### config.mk
export PLATFORM = sky130hd
export DESIGN_NAME = fp_addsub_top
export DESIGN_NICKNAME = d
export VERILOG_FILES = /design/src/common/fp_pkg.sv /design/src/design/fp_align.sv /design/src/design/fp_frac_add.sv /design/src/fp_round/fp_lzc.sv /design/src/fp_round/fp_round.sv /design/src/design/fp_addsub_ctrl.sv /design/src/design/fp_addsub_top.sv
export SDC_FILE = /design/constraint.sdc
export NUM_CORES = 1
export LEC_CHECK = 0
export ABC_AREA = 1
export ABC_CLOCK_PERIOD_IN_PS = 7100
export BUFFER_PORTS_ARGS = -buffer_cell sky130_fd_sc_hd__clkbuf_2
export CAP_MARGIN = 10
export CORE_AREA = 2 2 204 156
export CTS_CLUSTER_DIAMETER = 200
export DETAILED_ROUTE_END_ITERATION = 7
export DIE_AREA = 0 0 206 158
export PLACE_DENSITY = 0.75
export SLEW_MARGIN = 20
export SYNTH_ARGS = -nofsm -noshare
export SYNTH_HDL_FRONTEND = slang
export SYNTH_SLANG_ARGS = --single-unit
### constraint.sdc
create_clock -name clk -period 7.1 [get_ports clk]
set_clock_uncertainty 0.15 [all_clocks]
set_input_delay 0.71 -clock clk [delete_from_list [all_inputs] [get_ports clk]]
set_output_delay 0.71 -clock clk [all_outputs]
set_load 0.02 [all_outputs]
### src/common/fp_pkg.sv
////////////////////////////////////////////////////////////////////////////
// single precision only and no subnormal encodings are produced
// rounding codes 5 to 7 fall back to round to nearest even
////////////////////////////////////////////////////////////////////////////
package fp_pkg;

   // packed single-precision word
   typedef logic [31:0] fp32_t;

   // biased exponent field
   typedef logic [7:0] exp_t;

   // significand with the hidden bit in front
   typedef logic [23:0] mant_t;

   // aligned significand with guard round and sticky at the bottom
   typedef logic [26:0] ext_frac_t;

   // stage-2 sum with one carry bit on top
   typedef logic [27:0] sum_t;

   // alignment shift or leading-zero count
   typedef logic [4:0] shamt_t;

   // RISC-V frm encoding
   typedef logic [2:0] rm_t;

   // rounding modes
   localparam rm_t RM_RNE = 3'd0;
   localparam rm_t RM_RTZ = 3'd1;
   localparam rm_t RM_RDN = 3'd2;
   localparam rm_t RM_RUP = 3'd3;
   localparam rm_t RM_RMM = 3'd4;

   // canonical quiet NaN
   localparam fp32_t QNAN = 32'h7fc0_0000;

   // infinities
   localparam fp32_t POS_INF = 32'h7f80_0000;
   localparam fp32_t NEG_INF = 32'hff80_0000;

   // largest finite magnitude with a clear sign bit
   localparam fp32_t MAX_FINITE = 32'h7f7f_ffff;

endpackage

### src/design/fp_align.sv
`timescale 1ns/1ns
////////////////////////////////////////////////////////////////////////////
// subnormal operands are read as zero of the same sign
////////////////////////////////////////////////////////////////////////////
module fp_align import fp_pkg::*; (
   input  logic      clk,
   input  logic      rst,
   input  fp32_t     a,
   input  fp32_t     b,
   input  logic      sub,
   output logic      s1_sign,
   output logic      s1_eff_sub,
   output exp_t      s1_exp,
   output ext_frac_t s1_big,
   output ext_frac_t s1_small
);

   logic        b_sign;
   exp_t        a_exp;
   exp_t        b_exp;
   mant_t       a_mant;
   mant_t       b_mant;
   logic        a_ge_b;
   exp_t        big_exp;
   exp_t        small_exp;
   mant_t       big_mant;
   mant_t       small_mant;
   exp_t        exp_diff;
   shamt_t      shift;
   logic [53:0] shifted_wide;
   logic        sticky;

   // subtraction is an add with b negated
   assign b_sign = b[31] ^ sub;
   assign a_exp  = a[30:23];
   assign b_exp  = b[30:23];

   // zero exponent drops the fraction so subnormals become zero
   assign a_mant = (a_exp == '0) ? '0 : {1'b1, a[22:0]};
   assign b_mant = (b_exp == '0) ? '0 : {1'b1, b[22:0]};

   // order by magnitude
   assign a_ge_b     = {a_exp, a_mant} >= {b_exp, b_mant};
   assign big_exp    = a_ge_b ? a_exp : b_exp;
   assign small_exp  = a_ge_b ? b_exp : a_exp;
   assign big_mant   = a_ge_b ? a_mant : b_mant;
   assign small_mant = a_ge_b ? b_mant : a_mant;

   // shifts past 27 leave only the sticky bit
   assign exp_diff = big_exp - small_exp;
   assign shift    = (exp_diff > 8'd27) ? 5'd27 : exp_diff[4:0];

   // bits shifted out land in the lower half
   assign shifted_wide = {small_mant, 3'b000, 27'b0} >> shift;
   assign sticky       = |shifted_wide[26:0];

   always_ff @(posedge clk) begin
      if (rst) begin
         s1_sign    <= 1'b0;
         s1_eff_sub <= 1'b0;
         s1_exp     <= '0;
         s1_big     <= '0;
         s1_small   <= '0;
      end else begin
         s1_sign    <= a_ge_b ? a[31] : b_sign;
         s1_eff_sub <= a[31] ^ b_sign;
         s1_exp     <= big_exp;
         s1_big     <= {big_mant, 3'b000};
         s1_small   <= {shifted_wide[53:28], shifted_wide[27] | sticky};
      end
   end

endmodule

### src/design/fp_frac_add.sv
`timescale 1ns/1ns
////////////////////////////////////////////////////////////////////////////
// expects s1_big to hold the larger magnitude
////////////////////////////////////////////////////////////////////////////
module fp_frac_add import fp_pkg::*; (
   input  logic      clk,
   input  logic      rst,
   input  logic      s1_sign,
   input  logic      s1_eff_sub,
   input  exp_t      s1_exp,
   input  ext_frac_t s1_big,
   input  ext_frac_t s1_small,
   output logic      s2_sign,
   output exp_t      s2_exp,
   output sum_t      s2_sum
);

   sum_t big_ext;
   sum_t small_ext;
   sum_t sum;

   // one spare bit on top for the carry
   assign big_ext   = {1'b0, s1_big};
   assign small_ext = {1'b0, s1_small};

   // difference stays non-negative since the operands are ordered
   assign sum = s1_eff_sub ? (big_ext - small_ext)
                           : (big_ext + small_ext);

   always_ff @(posedge clk) begin
      if (rst) begin
         s2_sign <= 1'b0;
         s2_exp  <= '0;
         s2_sum  <= '0;
      end else begin
         s2_sign <= s1_sign;
         s2_exp  <= s1_exp;
         s2_sum  <= sum;
      end
   end

   // a borrow here would mean stage 1 ordered the operands wrong
   sub_no_carry: assert property (
      @(posedge clk) disable iff (rst)
      s1_eff_sub |=> !s2_sum[27]
   );

endmodule

### src/fp_round/fp_lzc.sv
`timescale 1ns/1ns
////////////////////////////////////////////////////////////////////////////
// count is taken from bit 27 and is 0 when value is all zero
////////////////////////////////////////////////////////////////////////////
module fp_lzc import fp_pkg::*; (
   input  sum_t   value,
   output shamt_t count,
   output logic   all_zero
);

   // ascending scan so the highest set bit wins
   always_comb begin
      count = '0;
      for (int i = 0; i < 28; i++) begin
         if (value[i]) begin
            count = shamt_t'(27 - i);
         end
      end
   end

   assign all_zero = (value == '0);

endmodule

### src/fp_round/fp_round.sv
`timescale 1ns/1ns
////////////////////////////////////////////////////////////////////////////
// tiny results flush to signed zero and tininess is checked after rounding
////////////////////////////////////////////////////////////////////////////
module fp_round import fp_pkg::*; (
   input  logic  clk,
   input  logic  rst,
   input  logic  s2_sign,
   input  exp_t  s2_exp,
   input  sum_t  s2_sum,
   input  rm_t   s2_rm,
   output fp32_t round_result,
   output logic  round_ovf,
   output logic  round_unf,
   output logic  round_inexact
);

   logic              carry;
   shamt_t            lz;
   logic              sum_zero;
   shamt_t            lshift;
   ext_frac_t         norm;
   logic signed [9:0] exp_norm;
   logic signed [9:0] exp_final;
   mant_t             mant;
   logic              guard;
   logic              lost;
   logic              round_up;
   logic              to_inf;
   logic [24:0]       rounded;
   fp32_t             result_n;
   logic              ovf_n;
   logic              unf_n;
   logic              inexact_n;

   fp_lzc u_lzc (
      .value    (s2_sum),
      .count    (lz),
      .all_zero (sum_zero)
   );

   assign carry = s2_sum[27];

   // lz includes the carry position so the left shift is one less
   assign lshift = lz - 5'd1;

   // normalize so the hidden bit sits at bit 26
   always_comb begin
      if (carry) begin
         norm     = {s2_sum[27:2], |s2_sum[1:0]};
         exp_norm = $signed({2'b00, s2_exp}) + 10'sd1;
      end else begin
         norm     = s2_sum[26:0] << lshift;
         exp_norm = $signed({2'b00, s2_exp}) - $signed({5'b00000, lshift});
      end
   end

   assign mant  = norm[26:3];
   assign guard = norm[2];
   assign lost  = |norm[2:0];

   // increment decision per mode
   always_comb begin
      case (s2_rm)
         RM_RTZ:  round_up = 1'b0;
         RM_RDN:  round_up = s2_sign & lost;
         RM_RUP:  round_up = !s2_sign & lost;
         RM_RMM:  round_up = guard;
         default: round_up = guard & (|norm[1:0] | mant[0]);
      endcase
   end

   // which modes let an overflow reach infinity
   always_comb begin
      case (s2_rm)
         RM_RTZ:  to_inf = 1'b0;
         RM_RDN:  to_inf = s2_sign;
         RM_RUP:  to_inf = !s2_sign;
         default: to_inf = 1'b1;
      endcase
   end

   // a carry out of rounding leaves the fraction all zero
   assign rounded   = {1'b0, mant} + {24'b0, round_up};
   assign exp_final = exp_norm + $signed({9'b0, rounded[24]});

   always_comb begin
      result_n  = {s2_sign, exp_final[7:0], rounded[22:0]};
      ovf_n     = 1'b0;
      unf_n     = 1'b0;
      inexact_n = lost;
      if (sum_zero) begin
         // exact cancellation
         result_n  = {s2_rm == RM_RDN, 31'b0};
         inexact_n = 1'b0;
      end else if (exp_final >= 10'sd255) begin
         ovf_n     = 1'b1;
         inexact_n = 1'b1;
         if (to_inf) begin
            result_n = s2_sign ? NEG_INF : POS_INF;
         end else begin
            result_n = MAX_FINITE | {s2_sign, 31'b0};
         end
      end else if (exp_final <= 10'sd0) begin
         unf_n     = 1'b1;
         inexact_n = 1'b1;
         result_n  = {s2_sign, 31'b0};
      end
   end

   always_ff @(posedge clk) begin
      if (rst) begin
         round_result  <= '0;
         round_ovf     <= 1'b0;
         round_unf     <= 1'b0;
         round_inexact <= 1'b0;
      end else begin
         round_result  <= result_n;
         round_ovf     <= ovf_n;
         round_unf     <= unf_n;
         round_inexact <= inexact_n;
      end
   end

   // lzc count and shift together must bring the leading one to bit 26
   norm_hidden_bit: assert property (
      @(posedge clk) disable iff (rst)
      !sum_zero |-> norm[26]
   );

endmodule

### src/design/fp_addsub_ctrl.sv
`timescale 1ns/1ns
////////////////////////////////////////////////////////////////////////////
// fixed three cycle latency with no back-pressure
////////////////////////////////////////////////////////////////////////////
module fp_addsub_ctrl import fp_pkg::*; (
   input  logic  clk,
   input  logic  rst,
   input  logic  in_valid,
   input  fp32_t a,
   input  fp32_t b,
   input  logic  sub,
   input  rm_t   rm,
   input  fp32_t round_result,
   input  logic  round_ovf,
   input  logic  round_unf,
   input  logic  round_inexact,
   output rm_t   s2_rm,
   output logic  out_valid,
   output fp32_t result,
   output logic  ovf,
   output logic  unf,
   output logic  inexact,
   output logic  invalid
);

   logic       b_sign;
   logic       a_nan;
   logic       b_nan;
   logic       a_inf;
   logic       b_inf;
   logic       any_nan;
   logic       snan;
   logic       inf_clash;
   logic       special_n;
   logic       invalid_n;
   fp32_t      special_result_n;
   logic [2:0] valid_q;
   logic [2:0] special_q;
   logic [2:0] invalid_q;
   fp32_t      special_result_q [3];
   rm_t        rm_q [2];

   // effective sign of b after the subtract flip
   assign b_sign = b[31] ^ sub;

   assign a_nan = (&a[30:23]) & (|a[22:0]);
   assign b_nan = (&b[30:23]) & (|b[22:0]);
   assign a_inf = (&a[30:23]) & ~(|a[22:0]);
   assign b_inf = (&b[30:23]) & ~(|b[22:0]);

   assign any_nan = a_nan | b_nan;
   // signalling NaN has the quiet bit clear
   assign snan      = (a_nan & ~a[22]) | (b_nan & ~b[22]);
   assign inf_clash = a_inf & b_inf & (a[31] ^ b_sign);

   assign special_n = in_valid & (any_nan | a_inf | b_inf);
   assign invalid_n = in_valid & (any_nan ? snan : inf_clash);

   always_comb begin
      if (any_nan || inf_clash) begin
         special_result_n = QNAN;
      end else if (a_inf) begin
         special_result_n = a[31] ? NEG_INF : POS_INF;
      end else begin
         special_result_n = b_sign ? NEG_INF : POS_INF;
      end
   end

   always_ff @(posedge clk) begin
      if (rst) begin
         valid_q   <= '0;
         special_q <= '0;
         invalid_q <= '0;
      end else begin
         valid_q   <= {valid_q[1:0], in_valid};
         special_q <= {special_q[1:0], special_n};
         invalid_q <= {invalid_q[1:0], invalid_n};
      end
   end

   // rm only needs to reach the rounding stage
   always_ff @(posedge clk) begin
      special_result_q[0] <= special_result_n;
      special_result_q[1] <= special_result_q[0];
      special_result_q[2] <= special_result_q[1];
      rm_q[0]             <= rm;
      rm_q[1]             <= rm_q[0];
   end

   assign s2_rm = rm_q[1];

   // special operands override the rounded datapath
   assign out_valid = valid_q[2];
   assign result    = special_q[2] ? special_result_q[2] : round_result;
   assign ovf       = round_ovf & ~special_q[2];
   assign unf       = round_unf & ~special_q[2];
   assign inexact   = round_inexact & ~special_q[2];
   assign invalid   = invalid_q[2];

   // any NaN leaving the adder is the canonical one
   canonical_nan: assert property (
      @(posedge clk) disable iff (rst)
      out_valid && (&result[30:23]) && (|result[22:0]) |-> result == QNAN
   );

endmodule

### src/design/fp_addsub_top.sv
`timescale 1ns/1ns
////////////////////////////////////////////////////////////////////////////
// results appear three cycles after in_valid and are not held
////////////////////////////////////////////////////////////////////////////
module fp_addsub_top import fp_pkg::*; (
   input  logic  clk,
   input  logic  rst,
   input  logic  in_valid,
   input  fp32_t a,
   input  fp32_t b,
   input  logic  sub,
   input  rm_t   rm,
   output logic  out_valid,
   output fp32_t result,
   output logic  ovf,
   output logic  unf,
   output logic  inexact,
   output logic  invalid
);

   logic      s1_sign;
   logic      s1_eff_sub;
   exp_t      s1_exp;
   ext_frac_t s1_big;
   ext_frac_t s1_small;
   logic      s2_sign;
   exp_t      s2_exp;
   sum_t      s2_sum;
   rm_t       s2_rm;
   fp32_t     round_result;
   logic      round_ovf;
   logic      round_unf;
   logic      round_inexact;

   fp_addsub_ctrl u_ctrl (
      .clk           (clk),
      .rst           (rst),
      .in_valid      (in_valid),
      .a             (a),
      .b             (b),
      .sub           (sub),
      .rm            (rm),
      .round_result  (round_result),
      .round_ovf     (round_ovf),
      .round_unf     (round_unf),
      .round_inexact (round_inexact),
      .s2_rm         (s2_rm),
      .out_valid     (out_valid),
      .result        (result),
      .ovf           (ovf),
      .unf           (unf),
      .inexact       (inexact),
      .invalid       (invalid)
   );

   // stage 1
   fp_align u_align (
      .clk        (clk),
      .rst        (rst),
      .a          (a),
      .b          (b),
      .sub        (sub),
      .s1_sign    (s1_sign),
      .s1_eff_sub (s1_eff_sub),
      .s1_exp     (s1_exp),
      .s1_big     (s1_big),
      .s1_small   (s1_small)
   );

   // stage 2
   fp_frac_add u_frac_add (
      .clk        (clk),
      .rst        (rst),
      .s1_sign    (s1_sign),
      .s1_eff_sub (s1_eff_sub),
      .s1_exp     (s1_exp),
      .s1_big     (s1_big),
      .s1_small   (s1_small),
      .s2_sign    (s2_sign),
      .s2_exp     (s2_exp),
      .s2_sum     (s2_sum)
   );

   // stage 3
   fp_round u_round (
      .clk           (clk),
      .rst           (rst),
      .s2_sign       (s2_sign),
      .s2_exp        (s2_exp),
      .s2_sum        (s2_sum),
      .s2_rm         (s2_rm),
      .round_result  (round_result),
      .round_ovf     (round_ovf),
      .round_unf     (round_unf),
      .round_inexact (round_inexact)
   );

endmodule

==> results of run 1 <==
[where the power goes]
group / internal, mW / total, mW / switching (mW)
logic: 1.04 / 3.09 / 2.05
clock network: 0.535 / 0.918 / 0.383
registers: 0.986 / 1.06 / 0.0762
[cell families after synthesis]
group | share of synthesized area
compound gates | 0.1588
mux | 0.001666
xor+xnor | 0.01222
simple gates | 0.3890
buf+inv | 0.1212
fa+ha+maj | 0.08906
flops | 0.2281
[repair_timing]
| action | in CTS | in global routing |
|---|---|---|
| setup buffers | 0 | 12 |
| endpoints found under the setup margin | 0 | 34 |
| gates resized for setup | 0 | 92 |
[through the flow]
stage	utilization	setup TNS, ps
CTS	0.4929	0
floorplan	-	0
global route	0.5100	-2055
global placement	0.4740	0
detailed placement	0.4740	0
finish	0.5100	0
[worst min-delay path by stage]
stage                                        endpoint
2_1_floorplan               u_ctrl.rm_q[0][3]$_DFF_P_
3_3_place_gp                u_ctrl.rm_q[0][3]$_DFF_P_
3_5_place_dp   u_ctrl.special_result_q[0][63]$_DFF_P_
4_1_cts        u_ctrl.special_result_q[0][63]$_DFF_P_
5_1_grt        u_ctrl.special_result_q[0][63]$_DFF_P_
6_report       u_ctrl.special_result_q[0][63]$_DFF_P_
[registers in the layout, indices dropped and copies added (netlist names)]
register / cells
u_round.round_result: 32
u_frac_add.s2_sum: 28
u_align.s1_small: 27
u_align.s1_big: 24
u_align.s1_exp: 8
u_frac_add.s2_exp: 8
u_ctrl.rm_q: 6
u_ctrl.special_result_q: 6
u_ctrl.invalid_q: 3
u_ctrl.special_q: 3
u_ctrl.valid_q: 3
u_align.s1_eff_sub: 1
u_align.s1_sign: 1
u_frac_add.s2_sign: 1
u_round.round_inexact: 1
u_round.round_ovf: 1
u_round.round_unf: 1
[cells in the mapped netlist (all sizes together) (8+ instances only)]
cell	n	area [um^2]
o31ai	11	82.58
nand2	533	2036
buf	41	254.0
nand4	28	193.9
nor4	22	152.7
o22ai	8	56.30
o211ai	10	90.09
inv	313	1177
ha	93	1164
a21oi	171	863.3
nor3	20	110.1
nand3	346	1799
clkbuf	50	187.7
nor2	205	822.0
xnor2	10	95.10
o21ai	155	787.0
xor2	8	70.07
dfxtp	154	3083
a31oi	9	56.30
or2	10	62.56
[per-layer routing]
| metal | vias up | global-route usage |
|---|---|---|
| li1 | 7614 | - |
| met1 | 7261 | 0.4445 |
| met3 | 61 | 0.09798 |
| met5 | - | 0 |
| met4 | 0 | 0.05748 |
| met2 | 697 | 0.4012 |
[cell type report]
cell class	instances	area, um^2	share of cell area
flip-flops and latches	154	3087	0.1972
clock buffers	21	460.4	0.02942
repair buffers	176	1164	0.07435
clock inverters	10	118.9	0.007595
well taps	406	508.0	0.03246
inverters	318	1206	0.07706
multi-input cells	1681	9107	0.5819
==> flow_summary_export.csv, run 1 <==
group,metric,value,unit
routing,drt-pass1-iter-count,8,
final_layout,final_area,15650,um^2
worst_setup_path,worstSetupStartpointType,"flip-flop",
grt,grt_use_total,0.2955,
final_layout,drive_gt1_frac,0.1483,
worst_setup_path,endpoint_kind,"flip-flop",
worst_setup_path,ff2ff_setup_slack,280,ps
final_layout,syn2layout_area_growth,15.80,%
status,run_status,"completed",
hold_path,min_path_cells,0,
synth,ys_seq_area_frac,0.2281,
synth,synth_flop_cell,"dfxtp_1",
worst_setup_path,critPathLaunch,"u_frac_add.s2_sum[0]$_SDFF_PP0_",
clock_tree,h-tree-depth,4,
timing,worst_pin_slew,992.4,ps
clock_tree,cts.clk_slew.worst_paths,70,ps
grt,grt_start_max_net_pins,58,
routing,drt-wirelength-per-cell,17.62,um
grt,grt_overflow_total,0,
routing,drc_errors,0,
worst_setup_path,slowest_stage,"o311ai_0",
worst_setup_path,cp.depth,45,
placed_design,pre_cts_slack,128.4,ps
hold_path,holdCritPathClass,"reg -> reg",
floorplan,die_w,206,um
synth,synth_edf_count,0,
placed_design,place.gp.congestion,0.9982,
power_and_ir_drop,ir_worst_vdd,0.0002016,V
synth,ys_ff_latch,154,
placed_design,dp.cells,2719,
final_layout,diodes,0,
floorplan,start_util,0.4404,
routing,wl_met2,19070,um
timing,min_period_over_period,0.9612,
clock_tree,cts_made_buffers,17,
job,max_cap_violations,0,
worst_setup_path,r2r_cells,45,
synth,avgSynthCellArea,6.023,um^2
worst_setup_path,slowest_delay,430,ps
final_layout,final_common_cell,"nand2_1",
grt,grt_antenna_before_repair,0,
placed_design,dp_hpwl,38080,um
synth,syn_area,13520,um^2
placed_design,dpl_cell_area,14550,um^2
power_and_ir_drop,leakagePower,7.777,nW
timing,drv_slew,0,
routing,vias,15630,
synth,yosysUniqueCellTypes,61,
grt,grt_pass1_vias,13890,
worst_setup_path,r2r-end,"u_round.round_result[7]$_SDFF_PP0_",
grt,grt_pass1_wl,75430,um
timing,slew_headroom,0.3343,
routing,viasPerCell,5.652,
worst_setup_path,crit_top_cell,"nand3_1",
timing,whs,176.9,ps
floorplan,die_area,32550,um^2
floorplan,num_io_pins,108,
worst_setup_path,r2r_start,"u_frac_add.s2_sum[0]$_SDFF_PP0_",
final_layout,mostFrequentLayoutCells,"nand2_1, nand3_1, inv_1",
worst_setup_path,worst-endpoint-arrival,7020,ps
routing,routed.top_layer,"met4",
timing,setup_viol,0,
worst_setup_path,cp_max_fo,7,
clock_tree,clockBufferDepth,2,
final_layout,nets,2514,
timing,max_freq,146.5,MHz
synth,yosys_warnings,0,
clock_tree,clock_sinks,154,
clock_tree,cts_hold_buf,0,
final_layout,fin_cells,2766,
floorplan,coreArea,30690,um^2
power_and_ir_drop,power_density,323.7,nW/um^2
synth,syn_inst,2244,
synth,syn-num-nets,2410,
hold_path,hold_start,"u_ctrl.special_result_q[0][31]$_SDFF_PP0_",
timing,layout_min_cycle_time,6824,ps
routing,met1_length,23490,um
worst_setup_path,crit_path_end,"u_round.round_result[7]$_SDFF_PP0_",
power_and_ir_drop,power.total,5.067,mW
worst_setup_path,critPathTopFamily,"simple AND/OR/NAND/NOR gates",
routing,wl,48730,um
clock_tree,root_buffer,"clkbuf_16",
routing,ant_nets,0,
floorplan,die_h,158,um
worst_setup_path,crit_type,"reg -> reg",
routing,wl_met3,5480,um
clock_tree,cts_tree,"built",
placed_design,port_buffers,107,
routing,drt_iter0_markers,2176,
timing,hold_viol_final,0,
synth,synthArstFlopShare,0,
timing,finalWorstSetupSlack,275.7,ps
clock_tree,insertion_delay,440,ps
worst_setup_path,critPathBufInv,11,
final_layout,final.fill_count,3183,
floorplan,rows,56,
timing,rsz0062_at_grt,"yes",
worst_setup_path,cp.required,7300,ps
No activity file was read; power rests on OpenSTA's default activity.
==> run 2: changes to the inputs <==
--- a/config.mk
+++ b/config.mk
@@ -5,15 +5,14 @@
 export SDC_FILE = /design/constraint.sdc
 export NUM_CORES = 1
 export LEC_CHECK = 0
-export ABC_AREA = 1
 export ABC_CLOCK_PERIOD_IN_PS = 7100
 export BUFFER_PORTS_ARGS = -buffer_cell sky130_fd_sc_hd__clkbuf_2
 export CAP_MARGIN = 10
-export CORE_AREA = 2 2 204 156
+export CORE_AREA = 2 2 205 156
 export CTS_CLUSTER_DIAMETER = 200
 export DETAILED_ROUTE_END_ITERATION = 7
-export DIE_AREA = 0 0 206 158
-export PLACE_DENSITY = 0.75
+export DIE_AREA = 0 0 207 158
+export PLACE_DENSITY = 0.76
 export SLEW_MARGIN = 20
 export SYNTH_ARGS = -nofsm -noshare
 export SYNTH_HDL_FRONTEND = slang
==> run 2 against run 1 <==
  * The flow now finishes with violations (negative setup slack)
  * Largest power group unchanged
  * Combinational power is 30% higher
  * Fmax shrank 5.5%
  * Setup slack got worse by 400 ps
  * Critical path depth is 10 lower
  * Sequential share of layout area fell by 1.7 points
  * Power up 17%
  * Clock-buffer cell count fell by 3
  * Highest routed layer unchanged
==> flow_summary_export.csv, run 2 <==
group,metric,value,unit
synth,syn_inst,1878,
final_layout,final.fill_count,2900,
power_and_ir_drop,power_density,346.5,nW/um^2
timing,min_period_over_period,1.017,
final_layout,nets,2290,
floorplan,die_h,158,um
final_layout,regMostFlops,"u_round.round_result",
grt,grt_pass1_wl,77760,um
worst_setup_path,worst-endpoint-arrival,7440,ps
final_layout,largest_reg_flops,32,
timing,slew_headroom,0.4103,
floorplan,num_io_pins,108,
synth,yosysUniqueCellTypes,96,
synth,synthArstFlopShare,0,
floorplan,die_area,32710,um^2
worst_setup_path,slowest_delay,520,ps
routing,ant_nets,0,
timing,whs,178.5,ps
worst_setup_path,endpoint_kind,"flip-flop",
grt,grt_start_max_net_pins,81,
grt,grt_use_total,0.2997,
power_and_ir_drop,seq_power_share,0.174,
floorplan,die_w,207,um
power_and_ir_drop,ir_worst_vdd,0.0002093,V
clock_tree,h-tree-depth,4,
synth,synth_area_leaders,"dfxtp_1, ha_1, a21oi_1",
floorplan,coreArea,30830,um^2
power_and_ir_drop,leakagePower,7.382,nW
synth,syn_area,13650,um^2
clock_tree,cts.clk_slew.worst_paths,70,ps
worst_setup_path,cp_max_fo,10,
grt,grt_pass1_vias,13810,
timing,hold_viol_final,0,
job,max_cap_violations,0,
worst_setup_path,slowest_stage,"or4_4",
timing,setup_tns,-1673,ps
timing,max_freq,138.5,MHz
final_layout,multi_input_area,10230,um^2
clock_tree,root_buffer,"clkbuf_16",
synth,ys_ff_latch,154,
routing,vias,15370,
clock_tree,clock_sinks,154,
power_and_ir_drop,p_comb_frac,0.674,
grt,grt_antenna_before_repair,0,
worst_setup_path,crit_type,"reg -> reg",
timing,setup_viol,23,
final_layout,top_regs,"u_round.round_result x32, u_frac_add.s2_sum x28, u_align.s1_small x27",
synth,syn-num-nets,2044,
final_layout,mostFrequentLayoutCells,"buf_4, nand2_1, nor2_1",
worst_setup_path,cp.required,7320,ps
final_layout,final_common_cell,"buf_4",
routing,drt-wirelength-per-cell,19.87,um
timing,finalWorstSetupSlack,-121.5,ps
final_layout,diodes,0,
placed_design,port_buffers,107,
clock_tree,cts_made_buffers,17,
synth,yosys.area.top_type,"dfxtp_1",
clock_tree,clockBufferDepth,2,
final_layout,syn2layout_area_growth,25.74,%
hold_path,min_path_cells,0,
routing,drt-pass1-iter-count,6,
clock_tree,cts_tree,"built",
power_and_ir_drop,p_int,3.153,mW
power_and_ir_drop,power.net_switching,2.796,mW
routing,drt_iter0_markers,1903,
timing,layout_min_cycle_time,7222,ps
synth,ys_seq_area_frac,0.2258,
worst_setup_path,r2r-end,"u_round.round_result[17]$_SDFF_PP0_",
timing,worst_pin_slew,884.6,ps
worst_setup_path,r2r_start,"u_frac_add.s2_sum[3]$_SDFF_PP0_",
final_layout,drive_gt1_frac,0.2461,
timing,drv_slew,0,
routing,viasPerCell,6.043,
final_layout,seqCellArea,3088,um^2
hold_path,hold_start,"u_ctrl.special_result_q[0][22]$_DFF_P_",
routing,drc_errors,0,
status,run_status,"finished, violations left",
worst_setup_path,worstSetupStartpointType,"flip-flop",
worst_setup_path,ff2ff_setup_slack,-120,ps
worst_setup_path,r2r_cells,35,
floorplan,start_util,0.4428,
synth,synth_commonest_cells,"nand2_1, nor2_1, a21oi_1, dfxtp_1, o21ai_0",
synth,avgSynthCellArea,7.269,um^2
clock_tree,cts_hold_buf,0,
placed_design,place.gp.congestion,1.025,
grt,grt_overflow_total,0,
power_and_ir_drop,switching_share,0.4700,
synth,synth.most_common_cell,"nand2_1",
synth,synth_flop_cell,"dfxtp_1",
worst_setup_path,crit_top_cell,"buf_4",
floorplan,rows,56,
synth,synth_edf_count,0,
clock_tree,insertion_delay,450,ps
power_and_ir_drop,clock_power_share,0.152,
timing,rsz0062_at_grt,"yes",
routing,wl,50520,um
synth,synth_top_area_frac,0.2258,
hold_path,min_to,"u_ctrl.special_result_q[0][54]$_DFF_P_",
synth,yosys_warnings,0,
hold_path,holdCritPathClass,"reg -> reg",
placed_design,dp_hpwl,39930,um
status,failed_checks,"negative setup slack",
## run 2: layout make-up
| cell class | count | area share |
|---|---|---|
| multi-input combinational | 1511 | 0.5958 |
| sequential | 154 | 0.1799 |
| timing repair buffer | 335 | 0.1383 |
| tap | 406 | 0.02959 |
| clock buffer | 18 | 0.02500 |
| inverter | 105 | 0.02325 |
| clock inverter | 14 | 0.008236 |
## run 2: metrics by stage
stage          worst slack (ps)  power, mW  instances  cell area (um^2)    util
6_report                 -121.5      5.949       2543             17170  0.5568
2_1_floorplan            -138.0      3.196       1878             13860       -
4_1_cts                  -138.5      5.562       2525             16670  0.5407
3_5_place_dp             -365.8      4.614       2491             16040  0.5201
3_3_place_gp             -47.96      4.617       2491             16040  0.5201
5_1_grt                  -438.3      6.253       2543             17170  0.5568
## run 2: logic make-up (layout without fill, tap and decap cells)
group | count (synthesis) | after routing | synth area share
AND/OR/NAND/NOR | 725 | 725 | 0.2554
AO/OA/AOI/OAI | 563 | 563 | 0.2649
buffers and inverters | 213 | 472 | 0.06205
flip-flops | 154 | 154 | 0.2258
adder cells (fa/ha/maj) | 96 | 96 | 0.08890
XOR/XNOR | 66 | 66 | 0.04289
multiplexers | 61 | 61 | 0.06003
## run 2: timing repair
item / in CTS / in global routing
cloned: 0 / 2
gates resized for setup: 10 / 109
endpoints found under the setup margin: 32 / 39
buffers inserted: 2 / 16
pin swaps: 8 / 8
## run 2: worst max-delay path: cells and delay by family, from the launching register on
kind	cells	cell delay [ps]
flops	1	320
compound gates	14	2730
buf+inv	8	1210
fa+ha+maj	3	600
xor+xnor	2	340
simple gates	8	1800
## run 2: power by group through the flow
stage / clock, mW / combinational, mW / sequential, mW
6_report: 0.905 / 4.01 / 1.04
3_5_place_dp: 0 / 3.56 / 1.06
5_1_grt: 0.953 / 4.25 / 1.05
2_1_floorplan: 0 / 2.16 / 1.04
3_3_place_gp: 0 / 3.57 / 1.05
4_1_cts: 0.916 / 3.61 / 1.04
## run 2: how the worst max path moves through the flow
| stage | from | to | slack [ps] | cells after the start |
|---|---|---|---|---|
| 3_5_place_dp | u_frac_add.s2_sum[1]$_SDFF_PP0_ | u_round.round_result[5]$_SDFF_PP0_ | -370 | 39 |
| 4_1_cts | u_frac_add.s2_sum[1]$_SDFF_PP0_ | u_round.round_result[16]$_SDFF_PP0_ | -140 | 39 |
| 3_3_place_gp | u_frac_add.s2_sum[1]$_SDFF_PP0_ | u_round.round_result[5]$_SDFF_PP0_ | -50 | 39 |
| 5_1_grt | u_frac_add.s2_sum[0]$_SDFF_PP0_ | u_round.round_result[17]$_SDFF_PP0_ | -440 | 32 |
| 6_report | u_frac_add.s2_sum[3]$_SDFF_PP0_ | u_round.round_result[17]$_SDFF_PP0_ | -120 | 35 |
| 2_1_floorplan | u_frac_add.s2_sum[1]$_SDFF_PP0_ | u_round.round_result[13]$_SDFF_PP0_ | -140 | 45 |
## run 2: layer usage
| metal | vias to the layer above | GRT usage | part of all wire |
|---|---|---|---|
| li1 | 7247 | - | - |
| met1 | 7262 | 0.4457 | 0.46 |
| met2 | 799 | 0.4243 | 0.40 |
| met3 | 60 | 0.08272 | 0.12 |
| met4 | 0 | 0.06361 | 0.014 |
| met5 | - | 0 | 0 |
==> run 3: changes to the inputs <==
--- a/config.mk
+++ b/config.mk
@@ -12,7 +12,6 @@
 export CTS_CLUSTER_DIAMETER = 200
 export DETAILED_ROUTE_END_ITERATION = 7
 export DIE_AREA = 0 0 207 158
-export PLACE_DENSITY = 0.76
 export SLEW_MARGIN = 20
 export SYNTH_ARGS = -nofsm -noshare
 export SYNTH_HDL_FRONTEND = slang
==> run 3 against run 2 <==
  * The run still ends with negative setup slack left
  * Critical path depth down 2
  * Sequential cell count unchanged
  * Combinational power down 4%
  * Clock-buffer cell count unchanged
  * Global-route usage up 0.56 points
  * Via count down 0.70%
  * Sequential share of layout area down 0.29 points
  * Non-clock buffer count up 46
  * First-iteration DRC count down 35%
  * Power down 1.7%
  * Largest power group unchanged
  * Die area unchanged
  * Fmax down 2.9%
==> flow_summary_export.csv, run 3 (synthesis gave the netlist of run 2 again) <==
group,metric,value,unit
final_layout,largest_reg_flops,32,
final_layout,mostFrequentLayoutCells,"buf_4, nand2_1, nor2_1",
worst_setup_path,slowest_delay,520,ps
final_layout,seqCellArea,3087,um^2
worst_setup_path,worst-endpoint-arrival,7660,ps
power_and_ir_drop,leakagePower,7.593,nW
status,failed_checks,"negative setup slack",
floorplan,die_area,32710,um^2
routing,ant_nets,0,
final_layout,final.fill_count,2930,
final_layout,regMostFlops,"u_round.round_result",
timing,worst_pin_slew,880.2,ps
worst_setup_path,endpoint_kind,"flip-flop",
grt,grt_use_total,0.3053,
final_layout,final_area,17440,um^2
timing,layout_min_cycle_time,7436,ps
worst_setup_path,cp.required,7330,ps
clock_tree,insertion_delay,450,ps
routing,drt-wirelength-per-cell,19.46,um
floorplan,num_io_pins,108,
worst_setup_path,ff2ff_setup_slack,-340,ps
worst_setup_path,worstSetupStartpointType,"flip-flop",
worst_setup_path,crit_type,"reg -> reg",
placed_design,place.gp.congestion,1.027,
timing,slew_headroom,0.4132,
timing,max_freq,134.5,MHz
timing,rsz0062_at_grt,"yes",
clock_tree,cts_made_buffers,17,
floorplan,die_w,207,um
grt,grt_start_max_net_pins,54,
power_and_ir_drop,power_density,335.1,nW/um^2
clock_tree,clock_sinks,154,
worst_setup_path,r2r_start,"u_frac_add.s2_sum[1]$_SDFF_PP0_",
placed_design,port_buffers,107,
worst_setup_path,r2r-end,"u_round.round_result[11]$_SDFF_PP0_",
worst_setup_path,slowest_stage,"or4_4",
final_layout,multi_input_area,10150,um^2
placed_design,dpl_cell_area,16340,um^2
routing,viasPerCell,5.894,
grt,grt_pass1_vias,14150,
timing,setup_viol,27,
final_layout,syn2layout_area_growth,27.76,%
clock_tree,clockBufferDepth,2,
floorplan,coreArea,30830,um^2
worst_setup_path,cp_max_fo,15,
worst_setup_path,crit_top_cell,"a211oi_2",
power_and_ir_drop,power.total,5.845,mW
final_layout,top_regs,"u_round.round_result x32, u_frac_add.s2_sum x28, u_align.s1_small x27",
clock_tree,cts_hold_buf,0,
final_layout,diodes,0,
worst_setup_path,critPathTopFamily,"compound AO/OA/AOI/OAI gates",
worst_setup_path,critPathBufInv,7,
timing,setup_tns,-7508,ps
worst_setup_path,r2r_cells,33,
grt,grt_pass1_wl,78740,um
routing,vias,15260,
clock_tree,h-tree-depth,4,
routing,drc_errors,0,
hold_path,holdCritPathClass,"reg -> reg",
worst_setup_path,crit_path_end,"u_round.round_result[11]$_SDFF_PP0_",
clock_tree,cts_tree,"built",
final_layout,drive_gt1_frac,0.2515,
worst_setup_path,critPathLaunch,"u_frac_add.s2_sum[1]$_SDFF_PP0_",
floorplan,start_util,0.4428,
clock_tree,root_buffer,"clkbuf_16",
placed_design,dp_hpwl,40230,um
job,max_cap_violations,0,
clock_tree,cts.clk_slew.worst_paths,70,ps
grt,grt_overflow_total,0,
grt,grt_antenna_before_repair,0,
routing,wl,50380,um
timing,drv_slew,0,
power_and_ir_drop,ir_worst_vdd,0.0002032,V
timing,min_period_over_period,1.047,
worst_setup_path,cp.depth,33,
floorplan,rows,56,
timing,finalWorstSetupSlack,-336.2,ps
routing,drt-pass1-iter-count,6,
floorplan,die_h,158,um
status,run_status,"finished, violations left",
final_layout,nets,2336,
timing,hold_viol_final,0,
routing,drt_iter0_markers,1229,
final_layout,final_common_cell,"buf_4",
run 3: cell types whose count changed in the layout (fill, tap and decap cells not counted), sizes merged:
cell	previous run	this run
inv	113	112
bufinv	0	2
buf	229	275
clkinvlp	1	0
run 3: metal layers:
metal,vias up,share of wire,routed length [um],global-route usage
li1,7342,-,-,-
met2,651,0.38,19140,0.4159
met4,2,0.014,699,0.06020
met1,7214,0.49,24840,0.4569
met3,51,0.11,5674,0.1030
met5,-,0.00052,26,0
run 3: worst register-to-register path, delay by kind of cell, from the launching register on:
kind,cells,cell delay (ps)
compound gates,11,2440
xor+xnor,2,270
fa+ha+maj,3,620
buf+inv,7,950
flops,1,350
mux,2,680
simple gates,8,1910
run 3: repair_timing:
action | 4_1_cts | 5_1_grt
pin swaps | 11 | 26
cloned | 1 | 0
setup buffers | 15 | 10
resized for setup | 24 | 53
endpoints found under the setup margin | 33 | 35
endpoints found under the hold margin | 0 | 0
run 3: how the worst min path moves through the flow:
stage,start,endpoint,slack (ps),depth (start not counted)
after global placement,u_ctrl.special_result_q[0][22]$_DFF_P_,u_ctrl.special_result_q[0][54]$_DFF_P_,160,0
final,u_ctrl.rm_q[0][1]$_DFF_P_,u_ctrl.rm_q[0][4]$_DFF_P_,180,0
after global routing,u_ctrl.special_result_q[0][22]$_DFF_P_,u_ctrl.special_result_q[0][54]$_DFF_P_,180,0
after CTS,u_ctrl.rm_q[0][1]$_DFF_P_,u_ctrl.rm_q[0][4]$_DFF_P_,180,0
after floorplan,u_ctrl.rm_q[0][0]$_DFF_P_,u_ctrl.rm_q[0][3]$_DFF_P_,160,0
after detailed placement,u_ctrl.special_result_q[0][31]$_SDFF_PP0_,u_ctrl.special_result_q[0][63]$_DFF_P_,160,0
run 3: final cells by class:
class,instances,share of cell area
inverters,105,0.02260
clock buffers,18,0.02518
multi-input cells,1511,0.5822
clock inverters,14,0.009900
flip-flops and latches,154,0.1770
well taps,406,0.02912
repair buffers,381,0.1540
run 3: per-stage QoR:
stage	setup WS (ps)	utilization	cells	hold WS, ps
after global placement	-504.5	0.5299	2531	164.2
after CTS	-260.3	0.5568	2579	180.6
after global routing	-698.4	0.5657	2589	180.2
final	-336.2	0.5657	2589	177.9
after floorplan	-138.0	-	1878	159.6
after detailed placement	-613.9	0.5299	2531	164.7
run 3: report_power, final:
group	switching, mW	internal, mW	total [mW]
registers	0.0619	0.978	1.04
logic	2.18	1.66	3.84
clock network	0.419	0.542	0.962
